$ cat src/rtl/dcache_pkg.sv
package dcache_pkg;

    //////////////////////////////
    // Geometry
    //////////////////////////////
    localparam int addr_width      = 30;
    localparam int offset_width    = 3;
    localparam int index_width     = 7;
    localparam int tag_width       = addr_width - index_width - offset_width;
    localparam int words_per_line  = 1 << offset_width;
    localparam int line_width      = 32 * words_per_line;
    // Tag and index, zero padded on the memory bus
    localparam int line_addr_width = 31;

    typedef struct packed {
        logic [tag_width-1:0]    tag;
        logic [index_width-1:0]  index;
        logic [offset_width-1:0] word_sel;
    } cache_addr_fields_t;

    // Raw word address or its tag/index/offset split
    typedef union packed {
        logic [addr_width-1:0] raw;
        cache_addr_fields_t    fields;
    } cache_addr_u;

    //////////////////////////////
    // Port bundles
    //////////////////////////////
    typedef struct packed {
        logic        write;
        cache_addr_u addr;
        logic [31:0] wdata;
        logic [3:0]  byte_en;
    } cpu_req_t;

    typedef struct packed {
        logic [31:0] rdata;
    } cpu_rsp_t;

    typedef struct packed {
        logic                       write;
        logic [line_addr_width-1:0] line_addr;
        logic [line_width-1:0]      data;
    } mem_req_t;

    typedef struct packed {
        logic [line_width-1:0] data;
    } mem_rsp_t;

    // Controller to line storage
    typedef struct packed {
        logic               enable;
        logic               cmp;
        logic               write;
        cache_addr_fields_t addr;
        logic [31:0]        wdata;
        logic [3:0]         byte_en;
        logic               valid_in;
    } line_op_t;

    // Line storage back to controller
    typedef struct packed {
        logic                  hit;
        logic                  dirty;
        logic                  valid;
        logic [tag_width-1:0]  tag;
        logic [31:0]           rdata;
        logic [line_width-1:0] line;
    } line_status_t;

endpackage

$ cat src/rtl/cache_controller.sv
module cache_controller (
    input  logic                     clk,
    input  logic                     rst,
    input  logic                     cpu_req_valid,
    input  dcache_pkg::cpu_req_t     cpu_req,
    output logic                     cpu_req_ready,
    output logic                     cpu_rsp_valid,
    output dcache_pkg::cpu_rsp_t     cpu_rsp,
    input  logic                     cpu_rsp_ready,
    output logic                     mem_req_valid,
    output dcache_pkg::mem_req_t     mem_req,
    input  logic                     mem_req_ready,
    input  logic                     mem_rsp_valid,
    input  dcache_pkg::mem_rsp_t     mem_rsp,
    output logic                     mem_rsp_ready,
    output dcache_pkg::line_op_t     line_op,
    input  dcache_pkg::line_status_t line_status
);

    typedef enum logic [2:0] {
        idle, lookup, write_back, refill_req, refill_wait, fill, respond
    } state_t;

    state_t                              state;
    dcache_pkg::cpu_req_t                req_q;
    dcache_pkg::cpu_rsp_t                rsp_q;
    logic [dcache_pkg::line_width-1:0]   refill_q;
    logic [dcache_pkg::offset_width-1:0] fill_cnt;
    logic [31:0]                         merged;
    dcache_pkg::cache_addr_u             victim_addr;

    // Store data laid over the stored word
    always_comb begin
        for (int b = 0; b < 4; b++) begin
            merged[8*b +: 8] = req_q.byte_en[b] ? req_q.wdata[8*b +: 8]
                                                : line_status.rdata[8*b +: 8];
        end
    end

    //////////////////////////////
    // FSM
    //////////////////////////////
    always_ff @(posedge clk) begin
        if (rst) begin
            state    <= idle;
            fill_cnt <= '0;
        end else begin
            case (state)
                idle: begin
                    if (cpu_req_valid) begin
                        state <= lookup;
                    end
                end
                lookup: begin
                    if (line_status.hit) begin
                        state <= respond;
                    end else if (line_status.valid && line_status.dirty) begin
                        state <= write_back;
                    end else begin
                        state <= refill_req;
                    end
                end
                write_back: begin
                    if (mem_req_ready) begin
                        state <= refill_req;
                    end
                end
                refill_req: begin
                    if (mem_req_ready) begin
                        state <= refill_wait;
                    end
                end
                refill_wait: begin
                    if (mem_rsp_valid) begin
                        state <= fill;
                    end
                end
                fill: begin
                    // Counter wraps back to 0 after the last word
                    fill_cnt <= fill_cnt + 1'b1;
                    if (&fill_cnt) begin
                        state <= lookup;
                    end
                end
                respond: begin
                    if (cpu_rsp_ready) begin
                        state <= idle;
                    end
                end
                default: state <= idle;
            endcase
        end
    end

    always_ff @(posedge clk) begin
        if (state == idle && cpu_req_valid) begin
            req_q <= cpu_req;
        end
        // Stores answer with the merged word
        if (state == lookup && line_status.hit) begin
            rsp_q.rdata <= req_q.write ? merged : line_status.rdata;
        end
        if (state == refill_wait && mem_rsp_valid) begin
            refill_q <= mem_rsp.data;
        end
    end

    assign cpu_req_ready = (state == idle);
    assign cpu_rsp_valid = (state == respond);
    assign cpu_rsp       = rsp_q;
    assign mem_req_valid = (state == write_back) || (state == refill_req);
    assign mem_rsp_ready = (state == refill_wait);

    //////////////////////////////
    // Memory request
    //////////////////////////////
    always_comb begin
        victim_addr.fields.tag      = line_status.tag;
        victim_addr.fields.index    = req_q.addr.fields.index;
        victim_addr.fields.word_sel = '0;
        mem_req.write = (state == write_back);
        if (state == write_back) begin
            mem_req.line_addr = dcache_pkg::line_addr_width'(
                victim_addr.raw[dcache_pkg::addr_width-1:dcache_pkg::offset_width]);
            mem_req.data      = line_status.line;
        end else begin
            mem_req.line_addr = dcache_pkg::line_addr_width'(
                req_q.addr.raw[dcache_pkg::addr_width-1:dcache_pkg::offset_width]);
            mem_req.data      = '0;
        end
    end

    // Lookup compares against the request, fill streams the refill line
    always_comb begin
        line_op.enable   = (state == lookup) || (state == fill);
        line_op.cmp      = (state != fill);
        line_op.write    = (state == fill) || req_q.write;
        line_op.addr     = req_q.addr.fields;
        line_op.wdata    = req_q.wdata;
        line_op.byte_en  = req_q.byte_en;
        line_op.valid_in = 1'b1;
        if (state == fill) begin
            line_op.addr.word_sel = fill_cnt;
            line_op.wdata         = refill_q[32*fill_cnt +: 32];
            line_op.byte_en       = 4'hf;
        end
    end

endmodule

$ cat config.mk
export PLATFORM = sky130hd
export DESIGN_NAME = cache_controller
export DESIGN_NICKNAME = d
export VERILOG_FILES = /design/src/rtl/dcache_pkg.sv /design/src/rtl/cache_controller.sv
export SDC_FILE = /design/constraint.sdc
export NUM_CORES = 1
export LEC_CHECK = 0
export ABC_AREA = 1
export BUFFER_PORTS_ARGS = -buffer_cell sky130_fd_sc_hd__buf_2
export CAP_MARGIN = 15
export CORE_AREA = 2 2 397 399
export DETAILED_ROUTE_END_ITERATION = 8
export DIE_AREA = 0 0 399 401
export PLACE_DENSITY = 0.32
export SYNTH_ARGS = -nofsm -noshare
export SYNTH_HDL_FRONTEND = slang
export SYNTH_SLANG_ARGS = --single-unit
export TNS_END_PERCENT = 20
$ cat constraint.sdc
create_clock -name clk -period 25.6 [get_ports clk]
set_input_delay 5.12 -clock clk [delete_from_list [all_inputs] [get_ports clk]]
set_output_delay 5.12 -clock clk [all_outputs]
set_load 0.01 [all_outputs]
==> run_results.csv, run 1 <==
group,metric,value,unit
run_status,outcome,"complete, no violations",
yosys,synth_top_family_by_area,"simple AND/OR/NAND/NOR gates",
hold_path,whs_endpoint,"cpu_rsp[28]$_DFFE_PP_",
yosys,synth_cells,1634,
critical_path,critPathLaunchType,"input pin",
power_and_ir_drop,seqPwrFrac,0.368,
global_route,grt_pass1_wl,163000,microns
drt,viasPerCell,3.40,
floorplan,io_pins,1034,
power_and_ir_drop,pwr-share-comb,0.325,
cts,post_cts_resized,0,
hold_path,hp-start,"req_q[32]$_DFFE_PP_",
cts,clk_pin_slew_worst_paths,0.06,ns
critical_path,reg2regPathDepth,5,
yosys,ys_seq_area_frac,0.648,
power_and_ir_drop,p_sw,853,uW
global_route,grt_antenna_before_repair,128,
floorplan,core_area,156000,sq um
critical_path,r2r-start,"state[2]$_SDFFE_PP0P_",
cts,clk_root_buffer_cell,"clkbuf_16",
hold_path,hp-class,"flop to flop",
critical_path,cp_max_fo,1,
yosys,ys_seq_elements,361,
cts,cts_inserted_buffers,48,
finish,mostFrequentLayoutCell,"buf_2",
finish,nets,3250,
power_and_ir_drop,powerDensity,86.9,nW/um^2
yosys,syn_area_per_cell,10.2,sq um
sta,tns,0,ns
sta,fmax,0.0910,GHz
critical_path,r2r-end,"refill_q[242]$_DFFE_PP_",
finish,drive_above_1_share,0.440,
drt,drt.antenna.violating_nets,0,
cts,cts_tree,"yes",
sta,setup_violations,0,
cts,cts_num_sinks,361,
power_and_ir_drop,clockPowerShare,0.307,
cts,ctsHoldBuffers,0,
power_and_ir_drop,leakagePower,0.0119,uW
cts,clk_latency,0.63,ns
sta,fin_crit_sh,0.429,
critical_path,cp.required,20.48,ns
drt,remaining_drc_errors,0,
yosys,yosys_warnings,0,
cts,clock_path_buffers,3,
yosys,synthMuxAreaShare,0.0210,
yosys,synth_compound_area_frac,0.0666,
sta,timing.hold.ws,0.583,ns
drt,wl_per_cell,27.6,microns
hold_path,min_delay_path_depth,1,
global_route,grt_pass1_vias,16335,
drt,wl,130000,microns
flow_run,cap_violations,0,
critical_path,critPathArrivalTime,5.87,ns
floorplan,start_util,0.107,
sta,worstMarginPinSlew,0.987,ns
yosys,synthAdderAreaFrac,0.00150,
global_route,grt_use_total,0.157,
sta,slew_headroom,0.342,
floorplan,die_w,399,microns
sta,final_hold_viol_count,0,
placed_design,place_congestion,0.870,
power_and_ir_drop,internal-power,1340,uW
yosys,synth_xor_xnor_area_share,0,
sta,slew_viol_final,0,
floorplan,rows,145,
finish,syn_to_final_growth,52.0,%
cts,cts_setup_buffers,0,
global_route,gr-total-overflow,0,
placed_design,numPortBuffers,1028,
finish,final_cell_mix,"1028 x buf_2, 395 x nor2_1, 355 x edfxtp_1",
floorplan,dieArea,160000,sq um
critical_path,end_kind,"output port",
power_and_ir_drop,ir_worst_vdd,0.0000414,V
sta,layout_min_cycle_time,10.99,ns
placed_design,dp_hpwl,110000,microns
yosys,yosys.area_share.simple,0.148,
drt,drt_iter0_markers,722,
yosys,syn-cell-area,16600,sq um
cts,h-tree-depth,2,
drt,detail_route.first_pass.iterations,5,
power_and_ir_drop,total_power,2200,uW
sta,rsz0062_at_grt,"false",
critical_path,r2r_slack,21.92,ns
sta,finClkSkew,0.0326,ns
global_route,grt_max_degree,165,
power_and_ir_drop,switching_share,0.388,
yosys,synth.distinct_cells,27,
critical_path,critPathKind,"input pin to output port",
drt,vias,16081,
floorplan,die_h,401,microns
-- cell type report --
class                      count  area (sq um)
antenna                       29          72.6
clock buffer                  56          1230
clock inverter                31           288
fill                       17826        130000
inverter                     276          1040
multi-input combinational    874          4010
sequential                   361         10800
tap                         2058          2570
timing repair buffer        1047          5300
-- stage by stage --
stage	cell area, sq um	setup WS, ns	utilization	std cells
2_1_floorplan	16700	2.16	-	1637
3_3_place_gp	23700	14.54	0.152	4616
3_5_place_dp	23700	14.54	0.152	4616
4_1_cts	25200	14.53	0.162	4703
5_1_grt	25300	14.59	0.162	4715
6_report	25300	14.61	0.163	4732
-- worst max-delay path, stage by stage --
cell and delay, ns:
buf_2 0.08, inv_1 0.06, nor2_1 0.32, buf_2 0.28
-- cells by family (layout without fill, tap and decap cells) --
| logic type | after synthesis | in the layout |
|---|---|---|
| AO/OA/AOI/OAI | 205 | 205 |
| multiplexers | 31 | 31 |
| AND/OR/NAND/NOR | 631 | 631 |
| other | 2 | 34 |
| buffers and inverters | 402 | 1410 |
| flip-flops | 361 | 361 |
| adder cells (fa/ha/maj) | 2 | 2 |
-- synthesized netlist by cell type --
master / number / area share
a21oi_1: 9 / 0.0027
nand2_4: 1 / 0.00068
o21a_1: 1 / 0.00045
nor2_4: 3 / 0.0020
nand2_1: 180 / 0.041
o22ai_1: 62 / 0.023
inv_2: 2 / 0.00045
edfxtp_1: 355 / 0.64
nand3_1: 41 / 0.012
nor2_1: 397 / 0.090
nor3_1: 2 / 0.00060
clkbuf_1: 26 / 0.0059
nand2_2: 1 / 0.00038
mux2_2: 31 / 0.021
o211ai_1: 1 / 0.00045
ha_1: 2 / 0.0015
o21ai_1: 56 / 0.017
or2_2: 5 / 0.0019
buf_2: 24 / 0.0072
dfxtp_1: 6 / 0.0072
o21ai_0: 76 / 0.023
buf_4: 52 / 0.023
buf_6: 23 / 0.016
clkbuf_2: 1 / 0.00030
nor2_2: 1 / 0.00038
inv_1: 274 / 0.062
conb_1: 2 / 0.00045
-- state kept, by name (all words and copies together), names as in the netlist --
name	count
line_op	27
fill_cnt	3
refill_q	256
state	3
cpu_rsp	32
req_q	40
-- power groups by stage --
| stage | sequential, uW | combinational, uW | clock [uW] |
|---|---|---|---|
| floorplan | 824 | 349 | 0 |
| detailed placement | 824 | 752 | 0 |
| finish | 810 | 714 | 674 |
| CTS | 813 | 754 | 703 |
| global route | 820 | 779 | 721 |
| global placement | 824 | 755 | 0 |
-- worst max-delay path by stage --
stage                            end             start  cells past startpoint  slack (ns)
2_1_floorplan  refill_q[0]$_DFFE_PP_     mem_rsp_valid                      2        2.16
3_3_place_gp            mem_req[249]  line_status[249]                      4       14.54
3_5_place_dp            mem_req[249]  line_status[249]                      4       14.54
4_1_cts                 mem_req[249]  line_status[249]                      4       14.53
5_1_grt                 mem_req[249]  line_status[249]                      4       14.59
6_report                mem_req[249]  line_status[249]                      4       14.61
-- layer usage --
layer	part of all wire	wire, microns	vias to the layer above	GRT usage
li1	-	-	7261	-
met1	0.32	41600	7645	0.141
met2	0.55	71900	790	0.308
met3	0.071	9200	307	0.0473
met4	0.055	7150	78	0.0800
met5	0.0038	497	-	0
No activity file was read; power rests on OpenSTA's default activity.
==> run 2, diff against run 1 <==
==> constraint.sdc (replaced) <==
create_clock -name clk -period 10.85 [get_ports clk]
set_input_delay 2.17 -clock clk [delete_from_list [all_inputs] [get_ports clk]]
set_output_delay 2.17 -clock clk [all_outputs]
set_load 0.01 [all_outputs]
==> run 2 against run 1 <==
Net effect:
- power is 130% higher
- register-to-register slack worse by 14 ns
- design area down 0.12%
- first-iteration DRC count increased by 13%
- clock skew is essentially flat
- count of clock-buffer cells in the layout rose by 1
- sequential share of layout area grew 0.053 points
- core utilization about the same
- flip-flop and latch count is the same
- worst hold slack worse by 0.0096 ns
- routed wire length about the same
- setup slack worse by 9.6 ns
- critical path type is now flop to output port
- largest cell class unchanged
==> run_results.csv, run 2 (synthesis gave the netlist of run 1 again) <==
group,metric,value,unit
critical_path,cp.required,8.68,ns
critical_path,critPathKind,"flop to output port",
sta,finClkSkew,0.0322,ns
cts,clk_pin_slew_worst_paths,0.06,ns
cts,cts_num_sinks,361,
critical_path,critPathArrivalTime,3.67,ns
global_route,gr-total-overflow,0,
critical_path,end_kind,"output port",
drt,drt_iter0_markers,813,
finish,finish.utilization,0.162,
sta,setup_violations,0,
hold_path,hp-class,"flop to flop",
global_route,grt_antenna_before_repair,138,
placed_design,numPortBuffers,1028,
power_and_ir_drop,leakagePower,0.0119,uW
drt,remaining_drc_errors,0,
drt,wl,130000,microns
sta,rsz0062_at_grt,"false",
finish,instances_no_fill,4728,
global_route,grt_max_degree,154,
floorplan,core_area,156000,sq um
cts,ctsHoldBuffers,0,
floorplan,io_pins,1034,
floorplan,dieArea,160000,sq um
sta,tns,0,ns
finish,syn_to_final_growth,51.8,%
cts,post_cts_resized,0,
power_and_ir_drop,powerDensity,203,nW/um^2
finish,regMostFlops,"refill_q",
critical_path,r2r_slack,7.69,ns
floorplan,start_util,0.107,
floorplan,die_h,401,microns
critical_path,critPathLaunchType,"flop",
sta,final_hold_viol_count,0,
sta,fmax,0.171,GHz
sta,fin_crit_sh,0.539,
power_and_ir_drop,ir_worst_vdd,0.000118,V
cts,clk_latency,0.64,ns
global_route,grt_pass1_vias,16111,
placed_design,dp.cells,4615,
placed_design,dp_hpwl,110000,microns
global_route,grt_use_total,0.155,
finish,mostFrequentLayoutCell,"buf_2",
placed_design,place_congestion,0.848,
cts,clock_path_buffers,3,
drt,detail_route.first_pass.iterations,5,
sta,layout_min_cycle_time,5.84,ns
run_status,outcome,"complete, no violations",
power_and_ir_drop,total_power,5130,uW
finish,nets,3250,
drt,viasPerCell,3.40,
sta,slew_viol_final,0,
finish,drive_above_1_share,0.439,
cts,cts_inserted_buffers,49,
cts,cts_tree,"yes",
flow_run,cap_violations,0,
floorplan,rows,145,
finish,largest_reg_flops,256,
sta,worstMarginPinSlew,1.15,ns
critical_path,cp_max_fo,87,
placed_design,dp_slack,5.65,ns
cts,cts_setup_buffers,0,
global_route,grt_pass1_wl,161000,microns
cts,h-tree-depth,2,
drt,vias,16072,
drt,wl_per_cell,27.6,microns
cts,clk_root_buffer_cell,"clkbuf_16",
sta,timing.final.ws_setup,5.01,ns
drt,drt.antenna.violating_nets,0,
sta,slew_headroom,0.236,
floorplan,die_w,399,microns
finish,final_cell_mix,"1028 x buf_2, 395 x nor2_1, 355 x edfxtp_1",
## run 2: metrics by stage
stage | cell area [sq um] | hold slack (ns)
final | 25300 | 0.573
after detailed placement | 23700 | 0.565
after floorplan | 16700 | 0.537
after CTS | 25200 | 0.572
after global routing | 25300 | 0.596
after global placement | 23700 | 0.561
## run 2: layout make-up
type | count | area, sq um
timing repair buffer | 1046 | 5290
clock buffer | 57 | 1260
antenna | 29 | 72.6
tap | 2058 | 2570
sequential | 361 | 10800
fill | 17818 | 130000
multi-input combinational | 874 | 4010
clock inverter | 27 | 233
inverter | 276 | 1040
## run 2: power breakdown
| part | switching, uW | internal, uW |
|---|---|---|
| logic | 1160 | 478 |
| clock network | 686 | 876 |
| registers | 135 | 1790 |
| total | 1990 | 3140 |
## run 2: metal layers
layer | up-vias | global-route usage | share of wire
met5 | - | 0 | 0.0043
met4 | 92 | 0.0600 | 0.044
met3 | 317 | 0.0452 | 0.072
met2 | 790 | 0.315 | 0.56
met1 | 7630 | 0.140 | 0.31
li1 | 7243 | - | -
## run 2: final timing paths
path | startpoint | end | cells past startpoint
setup reg to reg | fill_cnt[0]$_SDFFE_PP0N_ | state[2]$_SDFFE_PP0P_ | 11
hold / removal | state[0]$_SDFFE_PP0P_ | state[0]$_SDFFE_PP0P_ | 2
hold reg to reg | state[0]$_SDFFE_PP0P_ | state[0]$_SDFFE_PP0P_ | 2
setup / recovery | state[2]$_SDFFE_PP0P_ | mem_req[228] | 6
## run 2: critical path: stages (launching register included)
cell,delay [ns]
dfxtp_1,0.56
nor2_2,0.16
nand2_8,0.36
buf_4,0.61
buf_4,0.83
nor2_1,0.12
buf_2,0.19
